`src/verilog/sat_pkg.sv`:
```
`default_nettype none

package sat_pkg;

    //////////////////////////////////////////////////
    // formula size

    localparam int num_bool_vars = 2;                       // boolean variables in a formula
    localparam int num_int_vars  = 2;                       // integer variables in a formula
    localparam int num_vars      = num_bool_vars + num_int_vars; // one candidate move per variable
    localparam int num_clauses   = 4;                       // clauses in a formula

    // datapath widths
    localparam int int_width  = 4;   // integer value and coefficient, two's complement
    localparam int sum_width  = 10;  // widened so coef*value + coef*value + bias never overflows
    localparam int gain_width = 3;   // holds 0 .. num_clauses

    //////////////////////////////////////////////////
    // assignment of all variables

    typedef struct packed {
        logic [num_bool_vars-1:0]    bool_val;  // bit i is the value of boolean i
        logic signed [int_width-1:0] int_val1;  // integer variable 1
        logic signed [int_width-1:0] int_val0;  // integer variable 0
    } assign_t;                                 // 10 bits

    //////////////////////////////////////////////////
    // one clause
    // integer literal: coef1*int1 + coef0*int0 + bias >= 0
    // boolean code per variable: [1] literal present, [0] polarity (1 = positive)

    typedef struct packed {
        logic signed [int_width-1:0]   coef1;
        logic signed [int_width-1:0]   coef0;
        logic signed [int_width-1:0]   bias;
        logic [num_bool_vars-1:0][1:0] bool_code;
    } clause_t;                                 // 16 bits

    // whole formula, clause k at index k
    typedef clause_t [num_clauses-1:0] formula_t;

    // number of satisfied clauses
    typedef logic [gain_width-1:0] gain_t;

    // proposed move with its enable
    typedef struct packed {
        assign_t assignment;  // current assignment with one variable changed
        logic    valid;       // proposal enabled for this variable
    } candidate_t;            // 11 bits

endpackage

`default_nettype wire
```
`src/verilog/best_move_select.sv`:
```
`default_nettype none

// two stage best move selection
// stage one captures a search on start, stage two picks the winner and pulses done
// a new search may enter stage one while the previous one sits in stage two
module best_move_select
    import sat_pkg::*;
(
    input  logic                      clk,
    input  logic                      rst_n,
    input  logic                      start,            // one cycle pulse per search
    input  assign_t                   current,          // assignment before the move
    input  gain_t                     current_gain,     // count for current
    input  candidate_t [num_vars-1:0] candidates,       // proposals with valid flags
    input  gain_t [num_vars-1:0]      cand_gains,       // raw counts per proposal
    output gain_t [num_vars-1:0]      gains,            // 0 for a disabled proposal
    output gain_t                     best_gain,
    output assign_t                   best_assignment,
    output logic                      done              // results valid, one cycle
);

    //////////////////////////////////////////////////
    // stage one

    gain_t [num_vars-1:0]      masked_gains;  // disabled proposals forced to 0
    logic                      s1_valid;      // a search sits in stage one
    assign_t                   s1_current;
    gain_t                     s1_cur_gain;
    candidate_t [num_vars-1:0] s1_cands;
    gain_t [num_vars-1:0]      s1_gains;

    always_comb
    begin
        for (int i = 0; i < num_vars; i++)
        begin
            masked_gains[i] = candidates[i].valid ? cand_gains[i] : '0;
        end
    end

    always_ff @(posedge clk or negedge rst_n)
    begin
        if (!rst_n)
            s1_valid <= 1'b0;
        else
            s1_valid <= start;
    end

    // payload only moves with start, held otherwise
    always_ff @(posedge clk)
    begin
        if (start)
        begin
            s1_current  <= current;
            s1_cur_gain <= current_gain;
            s1_cands    <= candidates;
            s1_gains    <= masked_gains;
        end
    end

    //////////////////////////////////////////////////
    // stage two, winner scan
    // highest count among enabled proposals, lowest index wins a tie

    gain_t   sel_gain;
    assign_t sel_assign;
    logic    found;     // at least one enabled proposal seen

    always_comb
    begin
        sel_gain   = s1_cur_gain;  // fallback when nothing enabled
        sel_assign = s1_current;
        found      = 1'b0;
        for (int i = 0; i < num_vars; i++)
        begin
            if (s1_cands[i].valid && (!found || (s1_gains[i] > sel_gain)))
            begin
                sel_gain   = s1_gains[i];  // strict > keeps the earlier index on a tie
                sel_assign = s1_cands[i].assignment;
                found      = 1'b1;
            end
        end
    end

    always_ff @(posedge clk or negedge rst_n)
    begin
        if (!rst_n)
        begin
            gains           <= '0;
            best_gain       <= '0;
            best_assignment <= '0;
            done            <= 1'b0;
        end
        else
        begin
            done <= s1_valid;  // exactly one cycle per search
            if (s1_valid)
            begin
                gains           <= s1_gains;    // outputs hold until the next done
                best_gain       <= sel_gain;
                best_assignment <= sel_assign;
            end
        end
    end

endmodule

`default_nettype wire

```
`src/verilog/clause_eval.sv`:
```
`default_nettype none

// counts the enabled clauses satisfied by one assignment
// purely combinational, one instance per assignment under test
module clause_eval
    import sat_pkg::*;
(
    input  formula_t               formula,        // all clauses
    input  logic [num_clauses-1:0] clause_enable,  // masked clauses never count
    input  assign_t                assignment,     // values to test
    output gain_t                  sat_count       // satisfied and enabled clauses
);

    //////////////////////////////////////////////////
    // single clause check

    function automatic logic clause_sat(input clause_t c, input assign_t a);
        logic signed [sum_width-1:0] c0;
        logic signed [sum_width-1:0] c1;
        logic signed [sum_width-1:0] v0;
        logic signed [sum_width-1:0] v1;
        logic signed [sum_width-1:0] b;
        logic signed [sum_width-1:0] sum;
        logic                        bool_hit;
        begin
            // sign extend everything to sum_width before multiplying
            c0 = $signed(c.coef0);
            c1 = $signed(c.coef1);
            v0 = $signed(a.int_val0);
            v1 = $signed(a.int_val1);
            b  = $signed(c.bias);
            sum = (c0 * v0) + (c1 * v1) + b;  // worst case 64 + 64 + 7, fits

            // boolean side: present literal whose polarity matches the value
            bool_hit = 1'b0;
            for (int j = 0; j < num_bool_vars; j++)
            begin
                if (c.bool_code[j][1] && (a.bool_val[j] == c.bool_code[j][0]))
                begin
                    bool_hit = 1'b1;
                end
            end

            clause_sat = bool_hit || (sum >= 0);  // integer literal holds when sum >= 0
        end
    endfunction

    //////////////////////////////////////////////////
    // per clause results and count

    logic [num_clauses-1:0] sat_vec;  // raw satisfied flags, before mask

    always_comb
    begin
        for (int k = 0; k < num_clauses; k++)
        begin
            sat_vec[k] = clause_sat(formula[k], assignment);
        end
    end

    always_comb
    begin
        sat_count = '0;
        for (int k = 0; k < num_clauses; k++)
        begin
            // only enabled clauses add to the count
            sat_count = sat_count + gain_t'(sat_vec[k] & clause_enable[k]);
        end
    end

endmodule

`default_nettype wire

```
`src/verilog/clause_store.sv`:
```
`default_nettype none

// register file for the formula
// one clause overwritten per write strobe, all clauses readable in parallel
module clause_store
    import sat_pkg::*;
(
    input  logic                           clk,
    input  logic                           rst_n,
    input  logic                           clause_write,  // write strobe, one clause per clock
    input  logic [$clog2(num_clauses)-1:0] clause_index,  // which clause to overwrite
    input  clause_t                        clause_data,   // new clause contents
    output formula_t                       formula        // all clauses, registered
);

    //////////////////////////////////////////////////
    // write decode

    logic [num_clauses-1:0] write_sel;  // one-hot clause select

    always_comb
    begin
        for (int k = 0; k < num_clauses; k++)
        begin
            write_sel[k] = clause_write && (clause_index == k[$clog2(num_clauses)-1:0]);
        end
    end

    //////////////////////////////////////////////////
    // clause registers
    // a zero clause has sum 0 and is therefore satisfied

    always_ff @(posedge clk or negedge rst_n)
    begin
        if (!rst_n)
        begin
            formula <= '0;  // every clause cleared
        end
        else
        begin
            for (int k = 0; k < num_clauses; k++)
            begin
                if (write_sel[k])
                begin
                    formula[k] <= clause_data;  // visible one cycle after the strobe
                end
            end
        end
    end

endmodule

`default_nettype wire

```
`src/verilog/local_move.sv`:
```
`default_nettype none

// local move step of the mixed boolean / integer search
// start at one edge, results with done two edges later
module local_move
    import sat_pkg::*;
(
    input  logic                           clk,
    input  logic                           rst_n,

    // formula loading
    input  logic                           clause_write,         // strobe
    input  logic [$clog2(num_clauses)-1:0] clause_index,
    input  clause_t                        clause_data,
    input  logic [num_clauses-1:0]         clause_enable,        // level, masks clause counts

    // search request
    input  assign_t                        current,              // level
    input  logic [num_bool_vars-1:0]       bool_propose_enable,  // level
    input  logic [num_int_vars-1:0]        int_propose_enable,   // level
    input  logic                           start,                // one cycle pulse

    // results
    output gain_t [num_vars-1:0]           gains,
    output gain_t                          best_gain,
    output assign_t                        best_assignment,
    output logic                           done                  // one cycle pulse
);

    //////////////////////////////////////////////////
    // internal nets

    formula_t                  formula;       // registered clauses
    candidate_t [num_vars-1:0] candidates;    // one proposal per variable
    gain_t                     current_gain;  // count before the move
    gain_t [num_vars-1:0]      cand_gains;    // count per proposal, unmasked

    //////////////////////////////////////////////////
    // formula storage

    clause_store u_clause_store (
        .clk          (clk),
        .rst_n        (rst_n),
        .clause_write (clause_write),
        .clause_index (clause_index),
        .clause_data  (clause_data),
        .formula      (formula)
    );

    //////////////////////////////////////////////////
    // proposals

    move_proposer u_move_proposer (
        .current             (current),
        .bool_propose_enable (bool_propose_enable),
        .int_propose_enable  (int_propose_enable),
        .candidates          (candidates)
    );

    //////////////////////////////////////////////////
    // evaluation, current plus one per proposal

    clause_eval u_eval_current (
        .formula       (formula),
        .clause_enable (clause_enable),
        .assignment    (current),
        .sat_count     (current_gain)
    );

    for (genvar i = 0; i < num_vars; i++)
    begin : g_eval_cand
        clause_eval u_eval_cand (
            .formula       (formula),
            .clause_enable (clause_enable),
            .assignment    (candidates[i].assignment),
            .sat_count     (cand_gains[i])
        );
    end

    //////////////////////////////////////////////////
    // selection, two register stages

    best_move_select u_best_move_select (
        .clk             (clk),
        .rst_n           (rst_n),
        .start           (start),
        .current         (current),
        .current_gain    (current_gain),
        .candidates      (candidates),
        .cand_gains      (cand_gains),
        .gains           (gains),
        .best_gain       (best_gain),
        .best_assignment (best_assignment),
        .done            (done)
    );

endmodule

`default_nettype wire

```
`src/verilog/move_proposer.sv`:
```
`default_nettype none

// one proposal per variable
// booleans flip, integers step up by one and wrap in two's complement
// candidate order: bool0, bool1, int0, int1
module move_proposer
    import sat_pkg::*;
(
    input  assign_t                  current,              // assignment before the move
    input  logic [num_bool_vars-1:0] bool_propose_enable,  // per boolean variable
    input  logic [num_int_vars-1:0]  int_propose_enable,   // per integer variable
    output candidate_t [num_vars-1:0] candidates           // all proposals
);

    localparam int int0_idx = num_bool_vars;      // first integer candidate
    localparam int int1_idx = num_bool_vars + 1;  // second integer candidate

    always_comb
    begin
        //////////////////////////////////////////////////
        // boolean flips

        for (int i = 0; i < num_bool_vars; i++)
        begin
            candidates[i].assignment             = current;              // start from current
            candidates[i].assignment.bool_val[i] = ~current.bool_val[i]; // flip only variable i
            candidates[i].valid                  = bool_propose_enable[i];
        end

        //////////////////////////////////////////////////
        // integer increments
        // 4 bit add, so 7 + 1 wraps to -8

        candidates[int0_idx].assignment          = current;
        candidates[int0_idx].assignment.int_val0 = current.int_val0 + int_width'(1);
        candidates[int0_idx].valid               = int_propose_enable[0];

        candidates[int1_idx].assignment          = current;
        candidates[int1_idx].assignment.int_val1 = current.int_val1 + int_width'(1);
        candidates[int1_idx].valid               = int_propose_enable[1];
    end

endmodule

`default_nettype wire

```
`config.mk`:
```
export PLATFORM = sky130hd
export DESIGN_NAME = local_move
export DESIGN_NICKNAME = d
export VERILOG_FILES = /design/src/verilog/sat_pkg.sv /design/src/verilog/best_move_select.sv /design/src/verilog/clause_eval.sv /design/src/verilog/clause_store.sv /design/src/verilog/local_move.sv /design/src/verilog/move_proposer.sv
export SDC_FILE = /design/constraint.sdc
export NUM_CORES = 1
export LEC_CHECK = 0
export BUFFER_PORTS_ARGS = -buffer_cell sky130_fd_sc_hd__buf_2
export CAP_MARGIN = 20
export CORE_AREA = 2 2 169 204
export CTS_CLUSTER_DIAMETER = 60
export CTS_CLUSTER_SIZE = 25
export DETAILED_ROUTE_END_ITERATION = 12
export DIE_AREA = 0 0 171 206
export PLACE_DENSITY = 0.8
export RECOVER_POWER = 25
export SYNTH_ARGS = -nofsm -noshare
export SYNTH_HDL_FRONTEND = slang
export SYNTH_SLANG_ARGS = --single-unit
```
`constraint.sdc`:
```
create_clock -name clk -period 5.8 [get_ports clk]
set_input_delay 0.87 -clock clk [delete_from_list [all_inputs] [get_ports clk]]
set_output_delay 0.87 -clock clk [all_outputs]
set_load 0.005 [all_outputs]
```
==> results of run 1 <==
## layer usage
metal,wire [microns],GRT usage [%],up-vias
met3,2870,4.50,199
met5,23,0,-
met1,19400,35.1,7440
li1,-,-,6690
met2,26400,53.7,491
met4,4100,18.9,4
## through the flow
step	instance area [sq um]	std cells
floorplan	19700	1936
global placement	22300	2675
detailed placement	22400	2676
CTS	23500	2719
global route	23900	2730
finish	23900	2731
## what timing repair did
| action | in CTS | in global routing |
|---|---|---|
| resized for setup | 124 | 71 |
| pin swaps | 97 | 69 |
| setup endpoints to repair | 15 | 15 |
| setup buffers | 13 | 10 |
## layout by cell type, fill, tap and decap left out, types with 7 or more instances in the layout
master / n
buf_12: 8
clkbuf_16: 17
nor2b_1: 35
mux2i_1: 10
ha_1: 259
inv_1: 404
nor2_1: 62
a21oi_2: 20
ha_4: 20
clkbuf_1: 8
xor2_1: 22
inv_2: 23
o21ai_0: 29
inv_6: 7
or2_2: 8
buf_6: 10
edfxtp_1: 39
and2_4: 21
nand2b_1: 12
o21ai_1: 9
mux2_2: 73
nand2_1: 62
a21o_1: 41
buf_2: 51
xnor2_1: 85
buf_4: 266
xor2_2: 7
ha_2: 14
fa_1: 242
and2_1: 131
dfrtp_1: 91
a21oi_1: 54
fa_2: 15
## final cells by class
cell class | instances | area [sq um] | area share, %
sequential | 130 | 3450 | 14.4
clock buffer | 18 | 429 | 1.80
tap | 456 | 571 | 2.39
multi-input combinational | 1332 | 15000 | 63.0
inverter | 434 | 1650 | 6.92
timing repair buffer | 345 | 2600 | 10.9
antenna | 2 | 5.00 | 0.0209
clock inverter | 14 | 143 | 0.597
## flip-flops by register name (all words and copies together) (netlist names)
register / count
u_best_move_select.done: 1
u_best_move_select.s1_gains: 12
u_clause_store.formula: 64
u_best_move_select.best_gain: 3
u_best_move_select.s1_cands: 16
u_best_move_select.best_assignment: 10
u_best_move_select.s1_current: 8
u_best_move_select.s1_valid: 1
u_best_move_select.s1_cur_gain: 3
u_best_move_select.gains: 12
## logic make-up after synthesis
family / count (synthesis) / share of synthesized area [%]
adders and majority gates: 552 / 45.6
buffers and inverters: 474 / 9.22
and+or+nand+nor: 371 / 10.3
AOI/OAI and AO/OA: 202 / 6.72
DFF: 130 / 17.8
xor gates and xnor gates: 124 / 5.61
muxes: 83 / 4.76
## worst paths after layout
check	slack (ns)	from	depth (start not counted)	end
worst max-delay path	-0.67	current[1]	27	u_best_move_select.s1_gains[7]$_SDFFCE_PN0P_
worst min-delay path	0.50	u_best_move_select.gains[11]$_DFFE_PN0P_	1	u_best_move_select.gains[11]$_DFFE_PN0P_
worst max register to register	-0.61	u_clause_store.formula[30]$_DFFE_PN0P_	27	u_best_move_select.s1_gains[1]$_SDFFCE_PN0P_
worst min register to register	0.50	u_best_move_select.gains[11]$_DFFE_PN0P_	1	u_best_move_select.gains[11]$_DFFE_PN0P_
max in group asynchronous	4.23	rst_n	2	u_best_move_select.gains[0]$_DFFE_PN0P_
min in group asynchronous	0.56	rst_n	1	u_best_move_select.s1_valid$_DFF_PN0_
==> metrics.yaml, run 1 <==
status: "finished with violations"
violations: "setup timing"
grt_pass1_wl_microns: 82300
fin_worst_skew_ns: 0.0194
critPathSlowestCell: "fa_1"
rows: 74
gp_congestion: 0.934
synth_top_area_share_pct: 26.6
coreArea_sq_um: 33500
grt_max_degree: 60
vias: 14800
antenna_found_initial: 4
ys_types: 57
cap_violations: 0
fmax_mhz: 155
final_util_pct: 71.3
min-delay-path-class: "reg2reg"
clkLatencyLatePin_ns: 0.45
yosysSeqAreaShare_pct: 17.8
grt_overflow: 0
nets: 2850
die_area_sq_um: 35200
synth_area_leaders: "fa_1 27%, ha_1 19%, dfrtp_1 12%"
period_needed_ns: 6.47
async_reset_ff_share_pct: 70.0
grt_usage_pct: 30.6
dpl_worst_slack_ns: -1.41
synth_top_flop_cell: "dfrtp_1"
cts_tree: "yes"
fillCellCount: 2270
dp_hpwl_microns: 41300
worstSetupEndpointType: "flop"
die_width_microns: 171
critPathMostFrequentCell: "fa_1"
crit_buf_inv: 8
hold_violations: 0
drc: 0
slew_violations: 0
via_per_inst: 5.43
crit_fanout: 5
routed_wl_microns: 52800
drt_iter0_drc: 812
cpPeakStageDelay_ns: 0.53
worst_pin_slew_ns: 0.981
clockBufferDepth: 2
numCtsBuffers: 17
setup_ws_ns: -0.666
ios: 66
synth_edf_count: 39
synth_cells: 1936
post_synth.cell_area_avg_sq_um: 10.0
hold_ws_ns: 0.503
ys_ff_latch: 130
setup_tns_ns: -8.18
drive_gt1_share_pct: 28.1
slew-limit-headroom_pct: 34.4
setup_viol: 15
cts.sinks: 130
critical_path.top_delay_family: "adder cells"
grt_pass1_vias: 15900
rsz0062_at_grt: "true"
syn_nets: 2526
crit_required_ns: 6.00
cts.htree.levels: 4
path_clk_slew_ns: 0.07
io_buffers: 65
routedWlPerCell_microns: 19.3
critPathArrivalTime_ns: 6.67
root_buffer: "clkbuf_16"
critPathLaunchType: "input port"
synth_commonest_cells: "434 x inv_1, 293 x ha_1, 257 x fa_1"
fp.dieH_microns: 206
netlist_area_sq_um: 19400
ys_warn_count: 0
fin_crit_sh_pct: 111
ant_nets: 0
synth_top_cell_by_area: "fa_1"
first_pass_iters: 6
area_growth_pct: 23.4
start_util_pct: 57.8
cts-hold-fix-buffers: 0
critical_path_class: "in2reg"
synth.most_common_cell: "inv_1"
Power of run 1 is not shown: default switching activity piles up to over one toggle a cycle in this logic, so the estimate is an artifact.
==> run 2, diff against run 1 <==
--- a/config.mk
+++ b/config.mk
@@ -12,8 +12,9 @@
 export CTS_CLUSTER_SIZE = 25
 export DETAILED_ROUTE_END_ITERATION = 12
 export DIE_AREA = 0 0 171 206
-export PLACE_DENSITY = 0.8
+export PLACE_DENSITY = 0.79
 export RECOVER_POWER = 25
+export SLEW_MARGIN = 20
 export SYNTH_ARGS = -nofsm -noshare
 export SYNTH_HDL_FRONTEND = slang
 export SYNTH_SLANG_ARGS = --single-unit
==> metrics.yaml, run 2 (same netlist as run 1, synthesis figures left out) <==
die_width_microns: 171
vias: 14900
cts-hold-fix-buffers: 0
ios: 66
multiInputGateArea_sq_um: 15000
worst_pin_slew_ns: 1.03
crit_required_ns: 6.00
io_buffers: 65
die_area_sq_um: 35200
final_cells: 2744
slew_violations: 0
critPathMostFrequentCell: "fa_1"
rows: 74
layout_commonest_cell: "inv_1"
dp_hpwl_microns: 41200
path_clk_slew_ns: 0.08
setup_ws_ns: -0.866
largest_register: "u_clause_store.formula"
fin_area_sq_um: 24000
cts.sinks: 130
area_growth_pct: 24.0
post-place-cells: 2676
critical_path_class: "in2reg"
critPathArrivalTime_ns: 6.86
nets: 2865
gp_congestion: 0.938
coreArea_sq_um: 33500
grt_pass1_wl_microns: 82900
critPathLaunchType: "input port"
routed_wl_microns: 53200
reg_top3: "u_clause_store.formula (64), u_best_move_select.s1_cands (16)"
fin_crit_sh_pct: 115
seq_area_sq_um: 3450
grt_pass1_vias: 16200
period_needed_ns: 6.67
violations: "setup timing"
largest_reg_flops: 64
fp.dieH_microns: 206
status: "finished with violations"
crit_fanout: 5
grt_usage_pct: 30.6
min-delay-path-class: "in2async"
clkLatencyLatePin_ns: 0.45
start_util_pct: 57.8
clockBufferDepth: 2
fmax_mhz: 150
fin_worst_skew_ns: 0.0212
fillCellCount: 2200
cpPeakStageDelay_ns: 0.58
ant_nets: 0
mostFrequentLayoutCells: "405 x inv_1, 281 x buf_4, 260 x ha_1"
n_antenna_cell: 0
antenna_found_initial: 1
routedWlPerCell_microns: 19.4
rsz0062_at_grt: "true"
slew-limit-headroom_pct: 31.1
first_pass_iters: 5
root_buffer: "clkbuf_16"
grt_max_degree: 48
placed_cell_area_sq_um: 22300
drive_gt1_share_pct: 28.5
drt_iter0_drc: 784
worstSetupEndpointType: "flop"
grt_overflow: 0
drc: 0
numCtsBuffers: 17
critPathSlowestCell: "fa_1"
cts.htree.levels: 4
cts_tree: "yes"
hold_violations: 0
cap_violations: 0
setup_viol: 15
via_per_inst: 5.44
-- run 2: changes by cell type in the layout (fill, tap and decap cells not counted), moves of 3 or more --
cell / change
buf_8: +5
o21ai_1: -4
buf_4: +15
buf_2: +3
a21oi_1: +3
clkbuf_1: -5
a21oi_2: -3
-- run 2: layout make-up --
| class | instances | share of cell area, % |
|---|---|---|
| tap | 456 | 2.38 |
| clock inverter | 15 | 0.646 |
| timing repair buffer | 359 | 11.3 |
| timing repair inverter | 1 | 0.0313 |
| clock buffer | 17 | 1.77 |
| inverter | 434 | 6.85 |
| multi-input combinational | 1332 | 62.7 |
| sequential | 130 | 14.4 |
-- run 2: worst max-delay path: cells and delay by family --
family,cells,cell delay [ns]
AND/OR/NAND/NOR,3,0.37
XOR/XNOR,2,0.37
adder cells (fa/ha/maj),12,4.34
AO/OA/AOI/OAI,3,0.54
buffers and inverters,5,0.36
-- run 2: per-layer routing --
| metal | share of wire [%] | global-route usage, % | up-vias |
|---|---|---|---|
| li1 | - | - | 6735 |
| met3 | 5.7 | 4.62 | 216 |
| met4 | 7.5 | 17.6 | 2 |
| met1 | 37 | 35.1 | 7448 |
| met5 | 0.024 | 0 | - |
| met2 | 50 | 54.0 | 527 |
-- run 2: metrics by stage --
step | hold WS (ns) | setup slack (ns) | util [%] | setup TNS (ns)
after global routing | 0.485 | -1.04 | 71.6 | -12.38
after global placement | 0.485 | -1.31 | 66.7 | -17.56
after CTS | 0.472 | -0.719 | 70.2 | -8.74
after detailed placement | 0.492 | -1.42 | 66.7 | -19.45
final | 0.436 | -0.866 | 71.6 | -9.81
after floorplan | 0.401 | -0.991 | - | -12.01
-- run 2: worst paths after layout --
kind                                                         start                                                 to  slack, ns  depth (start not counted)
max in group asynchronous                                    rst_n              u_clause_store.formula[6]$_DFFE_PN0P_       4.20                          2
max reg2reg                 u_clause_store.formula[24]$_DFFE_PN0P_       u_best_move_select.s1_gains[4]$_SDFFCE_PN0P_      -0.52                         24
min in group clk           u_best_move_select.gains[5]$_DFFE_PN0P_            u_best_move_select.gains[5]$_DFFE_PN0P_       0.50                          1
max                                                     current[5]      u_best_move_select.s1_gains[10]$_SDFFCE_PN0P_      -0.87                         25
min                                                          rst_n  u_best_move_select.best_assignment[3]$_DFFE_PN0P_       0.44                          1
min reg2reg                u_best_move_select.gains[5]$_DFFE_PN0P_            u_best_move_select.gains[5]$_DFFE_PN0P_       0.50                          1
-- run 2: timing repair --
item | in CTS | in global routing
hold endpoints to repair | 0 | 0
gates resized for setup | 109 | 86
pin swaps | 85 | 68
cloned | 1 | 0
endpoints found under the setup margin | 15 | 15
setup buffers | 21 | 17
Power of run 2 is left out for the same reason.
==> run 3, diff against run 2 <==
--- a/config.mk
+++ b/config.mk
@@ -7,12 +7,14 @@
 export LEC_CHECK = 0
 export BUFFER_PORTS_ARGS = -buffer_cell sky130_fd_sc_hd__buf_2
 export CAP_MARGIN = 20
-export CORE_AREA = 2 2 169 204
+export CELL_PAD_IN_SITES_DETAIL_PLACEMENT = 2
+export CELL_PAD_IN_SITES_GLOBAL_PLACEMENT = 2
+export CORE_AREA = 2 2 207 250
 export CTS_CLUSTER_DIAMETER = 60
 export CTS_CLUSTER_SIZE = 25
 export DETAILED_ROUTE_END_ITERATION = 12
-export DIE_AREA = 0 0 171 206
-export PLACE_DENSITY = 0.79
+export DIE_AREA = 0 0 209 252
+export PLACE_DENSITY_LB_ADDON = 0.1
 export RECOVER_POWER = 25
 export SLEW_MARGIN = 20
 export SYNTH_ARGS = -nofsm -noshare
==> metrics.yaml, run 3 (same netlist as run 1, synthesis figures left out) <==
routedWlPerCell_microns: 23.1
nets: 2892
critPathArrivalTime_ns: 6.82
period_needed_ns: 6.61
drc: 0
via_per_inst: 5.03
largest_register: "u_clause_store.formula"
fin_crit_sh_pct: 114
critPathLaunchType: "input port"
antenna_found_initial: 0
routed_wl_microns: 68400
dp_hpwl_microns: 53500
cts_tree: "yes"
grt_overflow: 0
r2r-start: "u_clause_store.formula[24]$_DFFE_PN0P_"
first_pass_iters: 4
gp_congestion: 0.838
final_util_pct: 48.8
cap_violations: 2
r2r_cells: 25
fin_area_sq_um: 24500
ant_nets: 0
numCtsBuffers: 17
status: "finished with violations"
layout_commonest_cell: "inv_1"
worstSetupEndpointType: "flop"
worstHoldPathCells: 1
r2r_end: "u_best_move_select.s1_gains[4]$_SDFFCE_PN0P_"
reg_top3: "u_clause_store.formula (64), u_best_move_select.s1_cands (16)"
io_buffers: 65
critical_path_class: "in2reg"
crit_required_ns: 6.02
grt_max_degree: 58
worst_pin_slew_ns: 3.73
grt_usage_pct: 26.5
r2r_slack_ns: -0.59
n_antenna_cell: 0
fmax_mhz: 151
start_util_pct: 38.7
drt_iter0_drc: 466
hold_violations: 0
fp.dieH_microns: 252
coreArea_sq_um: 50100
rsz0062_at_grt: "true"
slew_violations: 100
placed_cell_area_sq_um: 22800
area_growth_pct: 26.4
clkLatencyLatePin_ns: 0.46
setup_viol: 15
path_clk_slew_ns: 0.06
min-delay-path-class: "reg2reg"
violations: "capacitance limit, slew limit, setup timing"
crit_path_end: "u_best_move_select.s1_gains[10]$_SDFFCE_PN0P_"
drive_gt1_share_pct: 28.9
die_area_sq_um: 52700
rows: 90
setup_ws_ns: -0.806
vias: 14900
mostFrequentLayoutCells: "402 x inv_1, 303 x buf_4, 257 x ha_1"
cts.htree.levels: 4
cts-hold-fix-buffers: 0
fin_worst_skew_ns: 0.0156
root_buffer: "clkbuf_16"
dpl_worst_slack_ns: -1.65
crit_fanout: 7
cts.sinks: 130
ios: 66
slew-limit-headroom_pct: -149
largest_reg_flops: 64
critPathLaunch: "current[4]"
die_width_microns: 209
clockBufferDepth: 2
fillCellCount: 5168
grt_pass1_wl_microns: 105000
grt_pass1_vias: 18000
[run 3: cell count changes in the layout (fill, tap and decap cells not counted), moves of 4 or more]
| cell | delta |
|---|---|
| inv_8 | -5 |
| clkinv_4 | +4 |
| ha_4 | +6 |
| buf_4 | +22 |
| clkbuf_1 | +10 |
[run 3: worst max-delay path: stages]
cell,delay [ns]
buf_12,0.11
ha_4,0.17
xnor2_4,0.19
inv_4,0.09
buf_4,0.14
buf_4,0.13
and2_1,0.16
ha_2,0.20
fa_1,0.50
fa_1,0.58
ha_2,0.21
inv_2,0.04
fa_2,0.41
xor2_2,0.19
fa_1,0.50
inv_2,0.05
ha_4,0.27
nand2_2,0.05
o211ai_1,0.19
a21oi_1,0.10
maj3_2,0.31
a21o_1,0.19
fa_2,0.61
inv_2,0.05
ha_4,0.16
ha_4,0.20
and2_4,0.13
[run 3: worst min-delay path by stage]
stage	start	end
global placement	u_best_move_select.gains[7]$_DFFE_PN0P_	u_best_move_select.gains[7]$_DFFE_PN0P_
CTS	u_best_move_select.gains[3]$_DFFE_PN0P_	u_best_move_select.gains[3]$_DFFE_PN0P_
global route	u_best_move_select.gains[3]$_DFFE_PN0P_	u_best_move_select.gains[3]$_DFFE_PN0P_
detailed placement	u_best_move_select.gains[3]$_DFFE_PN0P_	u_best_move_select.gains[3]$_DFFE_PN0P_
floorplan	u_best_move_select.s1_valid$_DFF_PN0_	u_best_move_select.done$_DFF_PN0_
finish	u_best_move_select.gains[3]$_DFFE_PN0P_	u_best_move_select.gains[3]$_DFFE_PN0P_
[run 3: area by class of cell]
cell class              count  area (sq um)  area share (%)
clock buffers              21           503            2.05
inverters                 434          1650            6.72
flip-flops and latches    130          3450            14.1
clock inverters            11           113           0.460
multi-input cells        1332         15100            61.6
well taps                 644           806            3.29
repair buffers            387          2880            11.8
[run 3: what timing repair did]
item / 4_1_cts / 5_1_grt
buffers inserted: 29 / 11
endpoints found under the setup margin: 15 / 15
resized for setup: 142 / 52
pin swaps: 89 / 55
[run 3: through the flow]
step | setup TNS, ns | std cells | hold slack (ns)
finish | -10.20 | 2959 | 0.499
global route | -12.87 | 2959 | 0.514
CTS | -9.70 | 2949 | 0.506
detailed placement | -21.85 | 2890 | 0.493
global placement | -19.42 | 2889 | 0.487
floorplan | -12.01 | 1936 | 0.401
[run 3: layer usage]
layer  track usage [%]  wire [microns]  part of all wire [%]
met1              30.0           26700                    39
met4              9.82            2780                   4.1
met5                 0               0                     0
met2              51.1           37400                    55
met3              2.38            1540                   2.2
Power of run 3 is left out for the same reason.
